===== src/common/colmix_consts.svh =====
//--------------------
// Address map, widths and pipeline delays of the colour mixer
// Included by any file that needs them
//--------------------
`ifndef COLMIX_CONSTS_SVH
`define COLMIX_CONSTS_SVH

// Palette size in bytes, two bytes per colour
`define COLMIX_PAL_BYTES 1024
// APB address width and control register location
`define COLMIX_ADDR_W 12
`define COLMIX_CTRL_ADDR 12'h400
// Pixel enables from layer sample to colour output
`define COLMIX_BLANK_DLY 3
// Control register bits
`define COLMIX_CTRL_PRIO_BIT 0
`define COLMIX_CTRL_BANK_BIT 1

`endif

===== src/common/colmix_pkg.sv =====
//--------------------
// Shared types for the colour mixer datapath
// Used by the RTL and the testbench through scoped names
//--------------------
`default_nettype none

package colmix_pkg;

    // Layer pixel, group in 6..4, colour in 3..0
    // Colour 0 is transparent
    typedef logic [6:0] pixel_t;

    // Bank, layer, group, colour
    typedef logic [8:0] pal_index_t;

    // Byte address into the palette RAM
    typedef logic [9:0] pal_addr_t;

    // Blue 14..10, green 9..5, red 4..0
    typedef logic [14:0] rgb_t;

    // Which palette byte the video port is reading
    typedef enum logic [1:0] {
        FETCH_IDLE,
        FETCH_LOW,
        FETCH_HIGH
    } fetch_state_t;

    typedef enum logic {
        APB_IDLE,
        APB_READ_WAIT
    } apb_state_t;

endpackage

`default_nettype wire


===== src/colmix/layer_priority.sv =====
//--------------------
// Chooses the visible layer pixel and forms the palette index
// Index is registered once per pixel enable
//--------------------
`default_nettype none

module layer_priority (
    input  wire                     clk,
    input  wire                     pxl_cen,
    input  wire colmix_pkg::pixel_t gfx1_pxl,
    input  wire colmix_pkg::pixel_t gfx2_pxl,
    input  wire                     prio_mode,
    input  wire                     pal_bank,
    output colmix_pkg::pal_index_t  pal_index
);

    colmix_pkg::pixel_t front;
    colmix_pkg::pixel_t back;
    colmix_pkg::pixel_t pick;
    logic               front_opaque;
    logic               pick_layer;

    // prio_mode 1 puts layer 2 in front
    assign front = prio_mode ? gfx2_pxl : gfx1_pxl;
    assign back  = prio_mode ? gfx1_pxl : gfx2_pxl;

    assign front_opaque = front[3:0] != 4'h0;

    // Back pixel wins even when it is clear too
    assign pick = front_opaque ? front : back;

    // Layer 2 shows when in front and opaque, or behind a clear layer 1
    assign pick_layer = prio_mode == front_opaque;

    always_ff @(posedge clk) begin
        if (pxl_cen) begin
            pal_index <= {pal_bank, pick_layer, pick};
        end
    end

endmodule

`default_nettype wire


===== config.mk =====
export PLATFORM = sky130hd
export DESIGN_NAME = layer_priority
export DESIGN_NICKNAME = d
export VERILOG_FILES = /design/src/common/colmix_consts.svh /design/src/common/colmix_pkg.sv /design/src/colmix/layer_priority.sv
export SDC_FILE = /design/constraint.sdc
export NUM_CORES = 1
export LEC_CHECK = 0
export ABC_CLOCK_PERIOD_IN_PS = 4400
export BUFFER_PORTS_ARGS = -buffer_cell sky130_fd_sc_hd__buf_2
export CAP_MARGIN = 20
export CORE_AREA = 2 2 39 41
export DETAILED_ROUTE_END_ITERATION = 6
export DIE_AREA = 0 0 41 43
export PLACE_DENSITY_LB_ADDON = 0.3
export SLEW_MARGIN = 20
export SYNTH_ARGS = -nofsm -noshare
export SYNTH_HDL_FRONTEND = slang
export SYNTH_SLANG_ARGS = --single-unit
export TNS_END_PERCENT = 5

===== constraint.sdc =====
create_clock -name clk -period 4.4 [get_ports clk]
set_input_delay 0.22 -clock clk [delete_from_list [all_inputs] [get_ports clk]]
set_output_delay 0.22 -clock clk [all_outputs]
set_load 0.1 [all_outputs]

# Yosys cells after proc, flatten, opt, wreduce, memory -nomap -nowiden
# Index checks and enable logic that the tools add are counted.
# W data, S select, Z words.
totals:
  ff_bits: 9
  latch_bits: 0
  mem_bits_rw: 0
  rom_bits: 0
  in_bits: 18
  elab_cells: 6
  memories: 0
op_classes:
  n_addsub: 0
  mul: 0
  div_mod_pow: 0
  order_cmp: 0
  eq_ne: 1
  shifts: 0
  n_mux: 3
  bitwise_logic: 0
  reduce_logical: 1
ops:
  columns: ["operator", "count"]
  rows:
  - ["$mux W7", 3]
  - ["$reduce_bool A4 Y1", 1]
  - ["$eq A1 B1 Y1", 1]

# Longest topological paths before layout
# Gate-level depths: netlist (run 1).
logic_depth:
  depth_word: 3
  ltp_mapped: 4
  mapped_depth_nobuf: 3

# Least setup slack after synthesis (run 1)
# No wires, ideal clock.
synth_timing:
  path_type: "input -> register"
  from: "input port gfx1_pxl[1]"
  to: "register pal_index[4] (data pin)"
  setup_ns: 0.260
  arrival_time_ns: 1.273
  path_slack_ns: 2.867
  path_stages: 3
  n_path_buf: 0
  cell_sequence: "or4_1 o21ai_2 mux2_2"
synth_between:
  elab_chain_cells: 3
synth_rtl:
  columns: ["element", "line", "rtl"]
  rows:
  - ["start, declared", "layer_priority.sv:10", "input wire colmix_pkg::pixel_t gfx1_pxl,"]
  - ["$mux W7", "layer_priority.sv:24", "assign front = prio_mode ? gfx2_pxl : gfx1_pxl;"]
  - ["$reduce_bool A4 Y1", "layer_priority.sv:27", "assign front_opaque = front[3:0] != 4'h0;"]
  - ["$mux W7", "layer_priority.sv:30", "assign pick = front_opaque ? front : back;"]
  - ["via pick[4]", "layer_priority.sv:19", "colmix_pkg::pixel_t pick;"]
  - ["end signal, assigned", "layer_priority.sv:37", "pal_index <= {pal_bank, pick_layer, pick};"]
  - ["end, declared", "layer_priority.sv:14", "output colmix_pkg::pal_index_t pal_index"]
# The timed path passes the listed nets, and every way through them passes these cells.
# A chain may end at the register's enable or synchronous reset.

# Worst setup path after layout (run 1)
layout_timing:
  from: "input port gfx1_pxl[1]"
  to: "register pal_index[6] (data pin)"
# The elaborated chain is that of the path after synthesis.

==> summary.md, run 1 <==
| Metric | Value |
|---|---|
| Status | `complete, no violations` |
| Synth-to-layout area growth | `37.2%` |
| Max_cap viols | `0` |
| Die H | `43 µm` |
| Yosys top cell by area | `edfxtp_1` |
| Max_slew headroom | `67.8%` |
| Clk buf depth | `2` |
| Die Wd | `~40 µm` |
| Largest register by flop count | `pal_index` |
| Warnings from Yosys | `0` |
| Cells after synthesis | `36` |
| DR iter-0 viols | `3` |
| Mapped Nets | `54` |
| Port bufs | `26` |
| Min-delay worst type | `in2reg` |
| Pwr Total | `approximately 0.26 mW` |
| Final WL | `approximately 960 µm` |
| Fin. Hold Viols | `0` |
| CP Launch Type | `input pin` |
| Avg Inst Size Synth | `around 12 µm²` |
| Register area share after synthesis | `60.8%` |
| P_leak | `between 0.2 and 0.3 nW` |
| Gpl congestion | `approximately 0.76` |
| Peak supply drop | `approximately 0.12 mV` |
| Clk sinks | `9` |
| RSZ-0062 raised after global routing | `false` |
| Critical path's slowest cell | `or4_1` |
| First-pass GRT wire length | `1.48 mm` |
| Synth top area share | `60.8%` |
| # resized after CTS | `0` |
| Proportion of layout cells with a drive suffix above 1 | `slightly above 50%` |
| Largest net degree at the start of global routing | `11` |
| Slew @ Worst Pin | `0.486 ns` |
| # Post-CTS Setup Buffers | `0` |
| Initial antenna violation count | `0` |
| Min Hold Slack | `between 0.1 and 0.15 ns` |
| Tmin final | `approximately 1.5 ns` |
| Commonest non-fill, non-tap cell in the layout | `buf_2` |
| Via count | `a little over 400` |
| H-tree levels | `1` |
| CTS tree | `yes` |
| CTS Buf Count | `3` |
| Largest cells by area after synthesis | `edfxtp_1, mux2_2, nand2_1` |
| Nets | `84` |
| Drt first pass iters | `4` |
| Synth cell types | `13` |
| Number of flip-flops in the largest register | `9` |
| Fmax | `between 600 and 700 MHz` |
| Vias in the first global route | `360` |
| Area of the multi-input gates | `between 150 and 200 µm²` |
| # fillers | `about 140` |
| Worst Hold Depth | `1` |
| Slowest cell delay on critical path | `about 0.53 ns` |
| Final setup fails | `0` |
| Io pins | `27` |
| Ant diodes | `0` |
| Max Slew Vio Count | `0` |
| Regs by FF count | `pal_index (9)` |
| Aggregate negative setup slack | `0 ns` |
| Most frequent cells in the layout | `buf_2, edfxtp_1, nand2_1, nor3_1, o21ai_0` |
| Die ar. | `0.00176 mm²` |
| Grt ovf | `0` |
| Critical path peak fanout | `5` |
| Period utilization | `around 33%` |
| Gr usage total | `~13%` |
| WS Path Type | `in2reg` |
| PwrDens | `approximately 420 mW/mm²` |
| Clock slew at reported path FFs | `0.06 ns` |
| Initial Utilization | `approximately 32%` |
| Yosys reg bits | `9` |
| Drt drc | `0` |
| Critical Path RT | `roughly 4.4 ns` |
| Wire per inst | `11.9 µm` |
| Num rows | `14` |
| Worst path arrival time | `between 1 and 1.5 ns` |
| Crit. End Element | `flop` |
| Post-Syn Area | `444 µm²` |
| Final ANT Viol Nets | `0` |
| Clk root buf | `clkbuf_4` |
| Register area | `about 270 µm²` |
| Cts hold-fix bufs | `0` |
| Core Area | `between 0.001 and 0.0015 mm²` |
| Critical path cell sequence | `buf_2 > or4_1 > o21ai_2 > mux2_2` |
| Vias per cell | `roughly 5` |
==> where the power goes <==
group,total [mW],switching [mW],internal (mW)
Sequential,0.106,0.00189,0.104
Clock,0.0621,0.0273,0.0348
Combinational,0.0886,0.0724,0.0162
Total,0.257,0.102,0.155
==> synthesized netlist by cell type <==
cell type	instances
nor4b_1	1
inv_1	1
mux2_2	3
nor3_1	4
or4_1	1
o21ai_0	4
edfxtp_1	9
o21ai_2	1
o31ai_1	3
o22ai_1	1
buf_6	1
nand2_1	6
o41ai_1	1
==> metal layers <==
layer | part of all wire [%] | routed length (µm) | up-vias | track usage [%]
li1 | - | - | 201 | -
met4 | 2.3 | 22 | 0 | 12.0
met1 | 41 | 394 | 177 | 15.2
met3 | 8.2 | 79 | 2 | 1.57
met2 | 48 | 466 | 23 | 18.8
met5 | 0 | 0 | - | 0
==> cell families (layout without fill, tap and decap cells) <==
family	Yosys count	count (layout)	synth area share (%)
AND/OR/NAND/NOR	12	12	13.2
AO/OA/AOI/OAI	10	10	14.9
flip-flops	9	9	60.8
multiplexers	3	3	7.61
buffers and inverters	2	31	3.38
==> worst max-delay path: cells and delay by family <==
kind / cells / cell delay, ns
mux: 1 / 0.37
buf+inv: 1 / 0.12
simple gates: 1 / 0.53
compound gates: 1 / 0.22
==> through the flow <==
stage               setup WS (ns)  utilization (%)  instances  cell area [µm²]
floorplan                    2.87                -         36              444
global placement             2.69             42.1         77              583
detailed placement           2.67             42.1         77              583
CTS                          2.94             44.0         81              609
global route                 2.91             44.0         81              609
finish                       2.95             44.0         81              609
==> worst paths after layout <==
check  slack, ns   startpoint                endpoint
min         0.14     pal_bank  pal_index[8]$_DFFE_PP_
max         2.95  gfx1_pxl[1]  pal_index[6]$_DFFE_PP_
==> final cells by class <==
cell class / instances / share of cell area (%)
inverter: 1 / 0.616
multi-input combinational: 25 / 26.1
clock buffer: 4 / 4.31
timing repair buffer: 26 / 21.4
sequential: 9 / 44.4
tap: 16 / 3.29
Power figures use the tool's default switching activity.
==> run 2: changes to the inputs <==
--- a/config.mk
+++ b/config.mk
@@ -5,7 +5,7 @@
 export SDC_FILE = /design/constraint.sdc
 export NUM_CORES = 1
 export LEC_CHECK = 0
-export ABC_CLOCK_PERIOD_IN_PS = 4400
+export ABC_CLOCK_PERIOD_IN_PS = 1300
 export BUFFER_PORTS_ARGS = -buffer_cell sky130_fd_sc_hd__buf_2
 export CAP_MARGIN = 20
 export CORE_AREA = 2 2 39 41
==> constraint.sdc (replaced) <==
create_clock -name clk -period 1.3 [get_ports clk]
set_input_delay 0.065 -clock clk [delete_from_list [all_inputs] [get_ports clk]]
set_output_delay 0.065 -clock clk [all_outputs]
set_load 0.1 [all_outputs]
==> run 2 against run 1 <==
Core utilization rose by 6.7 points. Sequential power rose to 3.4 times the previous value. First-iteration DRC count rose to 3.7 times the previous value. Die area did not move. Worst hold slack got worse by 0.030 ns. Power rose to 3.5 times the previous value. Clock-buffer cell count did not move. Critical path depth did not move. Critical path type unchanged. Critical endpoint is now pal_index[5]$_DFFE_PP_. Highest routed layer unchanged.
==> summary.md, run 2 (same netlist as run 1, synthesis figures left out) <==
| Metric | Value |
|---|---|
| Aggregate negative setup slack | `0 ns (unchanged)` |
| Vias per cell | `5.04 (+1.4%)` |
| Nets | `93 (+11%)` |
| # resized after CTS | `0 (unchanged)` |
| Gr usage total | `14.9% (+2.1 points)` |
| H-tree levels | `1 (unchanged)` |
| Commonest non-fill, non-tap cell in the layout | `buf_2` |
| Crit. End Element | `flop` |
| DR iter-0 viols | `11 (+8)` |
| Met3 Use GR | `0% (-1.6 points)` |
| Min-delay worst type | `in2reg` |
| Final setup fails | `0 (unchanged)` |
| Clk root buf | `clkbuf_4` |
| Drt drc | `0 (unchanged)` |
| Synth-to-layout area growth | `58.0%` |
| Peak supply drop | `0.474 mV (+290%)` |
| Tmin final | `1.26 ns` |
| Max_slew headroom | `67.8% (about the same)` |
| Drt first pass iters | `4 (unchanged)` |
| Io pins | `27 (unchanged)` |
| Proportion of layout cells with a drive suffix above 1 | `56.8% (+6.0 points)` |
| First-pass GRT wire length | `1.73 mm (+17%)` |
| Critical Path RT | `1.31 ns (-3.10 ns)` |
| RSZ-0062 raised after global routing | `false` |
| Initial antenna violation count | `0 (unchanged)` |
| Fin. Hold Viols | `0 (unchanged)` |
| WS Path Type | `in2reg` |
| Die Wd | `41 µm (unchanged)` |
| # Post-CTS Setup Buffers | `0 (unchanged)` |
| Die H | `43 µm (unchanged)` |
| CP Launch Type | `input pin` |
| Num rows | `14 (unchanged)` |
| Met2 Usage GRT | `23.4% (+4.7 points)` |
| Regs by FF count | `pal_index (9)` |
| Port bufs | `26 (unchanged)` |
| Ant diodes | `0 (unchanged)` |
| Wire per inst | `10.9 µm (-7.9%)` |
| Min Hold Slack | `0.106 ns (-0.0297 ns)` |
| Worst path arrival time | `1.27 ns (-0.19 ns)` |
| Slew @ Worst Pin | `0.486 ns (+0.000667 ns)` |
| Status | `complete, no violations` |
| Initial Utilization | `32.1% (unchanged)` |
| Cts hold-fix bufs | `1 (+1)` |
| Die ar. | `0.00176 mm² (unchanged)` |
| Clk sinks | `9 (unchanged)` |
| Number of flip-flops in the largest register | `9 (unchanged)` |
| Final ANT Viol Nets | `0 (unchanged)` |
| P_leak | `0.320 nW (+22%)` |
| Most frequent cells in the layout | `buf_2, edfxtp_1, buf_4, nand2_1` |
| Vias in the first global route | `467 (+30%)` |
| Via count | `454 (+13%)` |
| Max Slew Vio Count | `0 (unchanged)` |
| CTS tree | `yes` |
| Fmax | `between 700 and 800 MHz` |
| Clk buf depth | `2 (unchanged)` |
| PwrDens | `1280 mW/mm² (+200%)` |
| Critical path peak fanout | `4 (-1)` |
| Largest register by flop count | `pal_index` |
| Grt ovf | `0 (unchanged)` |
| Largest net degree at the start of global routing | `11 (unchanged)` |
| Max_cap viols | `0 (unchanged)` |
| GR Util met1 | `16.2% (+1.1 points)` |
| Final WL | `984 µm (+2.3%)` |
| Busiest grt layer | `met2` |
| Core Area | `0.00138 mm² (unchanged)` |
| Clock slew at reported path FFs | `0.06 ns (about the same)` |
| Gpl congestion | `0.819 (+7.8%)` |
| CTS Buf Count | `3 (unchanged)` |
| Period utilization | `96.9%` |
-- run 2: changes by cell type in the layout (fill, tap and decap cells not counted) --
| cell | previous run | this run |
|---|---|---|
| buf_4 | 0 | 8 |
| dlygate4sd3_1 | 0 | 1 |
| mux2_2 | 3 | 0 |
| mux2_4 | 0 | 3 |
| o21ai_2 | 1 | 0 |
| o21ai_4 | 0 | 1 |
| or4_1 | 1 | 0 |
| or4_4 | 0 | 1 |
-- run 2: stage by stage --
stage                     setup WS (ns)  total power, mW  cells  area, µm²  utilization [%]
after floorplan                 -0.0754            0.607     36        467                -
after global placement           -0.211            0.690     85        666             48.1
after detailed placement         -0.232            0.693     85        666             48.1
after CTS                        0.0438            0.902     90        702             50.7
after global routing            0.00762            0.934     90        702             50.7
final                            0.0400            0.896     90        702             50.7
-- run 2: cell type report --
cell class | count | area, µm²
Clock buffer | 4 | 26.3
Fill cell | 131 | 682
Inverter | 1 | 3.75
Multi-Input combinational cell | 25 | 181
Sequential cell | 9 | 270
Tap cell | 16 | 20.0
Timing Repair Buffer | 35 | 200
-- run 2: power by group --
| group | switching [mW] | leakage [nW] | internal, mW |
|---|---|---|---|
| clock network | 0.0899 | 0.0150 | 0.118 |
| registers | 0.00492 | 0.0880 | 0.352 |
| logic | 0.253 | 0.217 | 0.0792 |
| total | 0.348 | 0.320 | 0.549 |
-- run 2: critical path, stage by stage --
cell	delay [ns]
buf_2	0.11
or4_4	0.54
o21ai_4	0.24
mux2_4	0.32
-- run 2: layer usage --
metal  wire length, µm  vias up
met1               373      204
met3                83        4
met4                40        0
met5                 0        -
li1                  -      218
met2               487       28
-- run 2: path summary, 6_finish.rpt --
check	startpoint	end	slack (ns)	depth (start not counted)
worst max-delay path	gfx1_pxl[1]	pal_index[5]$_DFFE_PP_	0.04	4
worst min-delay path	gfx1_pxl[4]	pal_index[4]$_DFFE_PP_	0.11	2
==> run 3: changes to the inputs <==
--- a/config.mk
+++ b/config.mk
@@ -11,7 +11,7 @@
 export CORE_AREA = 2 2 39 41
 export DETAILED_ROUTE_END_ITERATION = 6
 export DIE_AREA = 0 0 41 43
-export PLACE_DENSITY_LB_ADDON = 0.3
+export PLACE_DENSITY = 0.7
 export SLEW_MARGIN = 20
 export SYNTH_ARGS = -nofsm -noshare
 export SYNTH_HDL_FRONTEND = slang
==> run 3 against run 2 <==
Final cell count did not move. Via count fell by 2.0%. Combinational power barely moved. Clock power rose by 2%. Sequential cell count did not move. Critical path depth did not move. Sequential power barely moved. First-iteration DRC count rose by 73%. Die area did not move. Sequential share of layout area fell by 0.068 points. Clock-buffer cell count fell by 1. Core utilization rose by 0.090 points. Highest routed layer unchanged.
==> summary.md, run 3 (same netlist as run 1, synthesis figures left out) <==
| Metric | Value |
|---|---|
| Cell Int Power | `0.544 mW (-0.84%)` |
| Final WL | `972 µm (-1.2%)` |
| Die ar. | `0.00176 mm² (unchanged)` |
| Regs by FF count | `pal_index (9)` |
| Clock power frac | `23.7% (+0.5 points)` |
| Min-delay worst type | `in2reg` |
| Nets | `93 (unchanged)` |
| Gpl congestion | `0.833 (+1.7%)` |
| WS Path Type | `in2reg` |
| Clk root buf | `clkbuf_4` |
| Clock slew at reported path FFs | `0.06 ns (about the same)` |
| Pwr Total | `0.901 mW (+0.50%)` |
| Io pins | `27 (unchanged)` |
| Max_slew headroom | `67.8% (about the same)` |
| Hold EP | `pal_index[6]$_DFFE_PP_` |
| Fin. Hold Viols | `0 (unchanged)` |
| Peak supply drop | `0.361 mV (-24%)` |
| Crit. End Element | `flop` |
| Final Core Density | `50.8% (+0.090 points)` |
| Initial antenna violation count | `0 (unchanged)` |
| Final setup fails | `0 (unchanged)` |
| Die H | `43 µm (unchanged)` |
| Switching pwr | `0.357 mW (+2.6%)` |
| Wire per inst | `10.8 µm (-1.2%)` |
| Largest net degree at the start of global routing | `11 (unchanged)` |
| Largest register by flop count | `pal_index` |
| Core Area | `0.00138 mm² (unchanged)` |
| P_leak | `0.322 nW (+0.85%)` |
| Clk sinks | `9 (unchanged)` |
| # resized after CTS | `0 (unchanged)` |
| Number of flip-flops in the largest register | `9 (unchanged)` |
| Worst Hold Depth | `2 (unchanged)` |
| Critical Path RT | `1.31 ns (about the same)` |
| Worst path arrival time | `1.28 ns (about the same)` |
| DR iter-0 viols | `19 (+8)` |
| Period utilization | `97.6% (+0.69 points)` |
| CP Launch Type | `input pin` |
| Critical path cell sequence | `buf_2 > or4_4 > o21ai_4 > mux2_4` |
| CTS tree | `yes` |
| Vias in the first global route | `363 (-22%)` |
| Design area | `703 µm² (+0.18%)` |
| Tmin final | `1.27 ns (+0.00892 ns)` |
| Worst hold start | `gfx2_pxl[6]` |
| H-tree levels | `1 (unchanged)` |
| Gr usage total | `13.1% (-1.8 points)` |
| Max Slew Vio Count | `0 (unchanged)` |
| Fmax | `788 MHz (-0.70%)` |
| Switching Share | `39.6% (+0.82 points)` |
| Port bufs | `26 (unchanged)` |
| Slew @ Worst Pin | `0.487 ns (+0.000299 ns)` |
| Clk buf depth | `2 (unchanged)` |
| Drt drc | `0 (unchanged)` |
| Initial Utilization | `32.1% (unchanged)` |
| Via count | `445 (-2.0%)` |
| RSZ-0062 raised after global routing | `false` |
| Num rows | `14 (unchanged)` |
| Commonest non-fill, non-tap cell in the layout | `buf_2` |
| CTS Buf Count | `3 (unchanged)` |
| Critical path peak fanout | `4 (unchanged)` |
| Synth-to-layout area growth | `58.3%` |
| Most frequent cells in the layout | `buf_2, edfxtp_1, buf_4, nand2_1` |
| Power share of the combinational group | `36.7% (-0.3 points)` |
| Proportion of layout cells with a drive suffix above 1 | `58.1% (+1.4 points)` |
| Drt first pass iters | `6 (+2)` |
| Ant diodes | `0 (unchanged)` |
| Final ANT Viol Nets | `0 (unchanged)` |
| Slowest cell delay on critical path | `0.55 ns (about the same)` |
| Vias per cell | `4.94 (-2.0%)` |
| Status | `complete, no violations` |
| # Post-CTS Setup Buffers | `0 (unchanged)` |
| Cts hold-fix bufs | `1 (unchanged)` |
| Dpl cell area | `666 µm² (unchanged)` |
| First-pass GRT wire length | `1.46 mm (-16%)` |
| Max_cap viols | `0 (unchanged)` |
| Grt ovf | `0 (unchanged)` |
| Final HPWL DP | `between 700 and 800 µm` |
| PwrDens | `1280 mW/mm² (+0.32%)` |
| Die Wd | `41 µm (unchanged)` |
| Cell family contributing the most delay on the critical path | `simple AND/OR/NAND/NOR gates` |
| Critical path's slowest cell | `or4_4` |
| Sequential power share | `39.6% (-0.2 points)` |
| Worst Path Buf+Inv | `1 (unchanged)` |
==> run 3: cell count changes in the layout (fill, tap and decap cells not counted), sizes merged <==
cell / delta
clkinv: +1
clkbuf: -1
==> run 3: routing by layer <==
layer  track usage [%]  part of all wire, %  vias to the layer above
li1                  -                    -                      218
met1              13.7                   39                      198
met2              20.0                   51                       27
met3              1.57                  7.6                        2
met4              14.0                  2.4                        0
met5                 0                    0                        -
==> run 3: area by class of cell <==
class / instances / area, µm²
timing repair buffer: 35 / 200
inverter: 1 / 3.75
multi-input combinational: 25 / 181
clock buffer: 3 / 22.5
fill: 134 / 681
clock inverter: 1 / 5.00
tap: 16 / 20.0
sequential: 9 / 270
==> run 3: metrics by stage <==
stage                     hold slack, ns  setup slack [ns]  setup TNS, ns  cells
after detailed placement           0.246            -0.242         -0.715     85
after global routing               0.102            0.0180              0     90
after CTS                         0.0905            0.0448              0     90
after floorplan                    0.164           -0.0754         -0.226     36
after global placement             0.246            -0.212         -0.635     85
final                              0.105            0.0311              0     90
==> run 3: power by group through the flow <==
stage	clock network [mW]	registers, mW	logic [mW]
after global placement	0	0.362	0.326
after global routing	0.239	0.360	0.348
final	0.213	0.357	0.331
after detailed placement	0	0.363	0.329
after CTS	0.226	0.357	0.331
after floorplan	0	0.561	0.0459
==> run 3: worst max-delay path by stage <==
stage	cells past startpoint	slack (ns)	startpoint	endpoint
after floorplan	3	-0.08	gfx1_pxl[1]	pal_index[4]$_DFFE_PP_
after CTS	4	0.04	gfx1_pxl[1]	pal_index[5]$_DFFE_PP_
final	4	0.03	gfx1_pxl[1]	pal_index[5]$_DFFE_PP_
after detailed placement	4	-0.24	gfx1_pxl[1]	pal_index[5]$_DFFE_PP_
after global routing	4	0.02	gfx1_pxl[1]	pal_index[6]$_DFFE_PP_
after global placement	4	-0.21	gfx1_pxl[1]	pal_index[5]$_DFFE_PP_
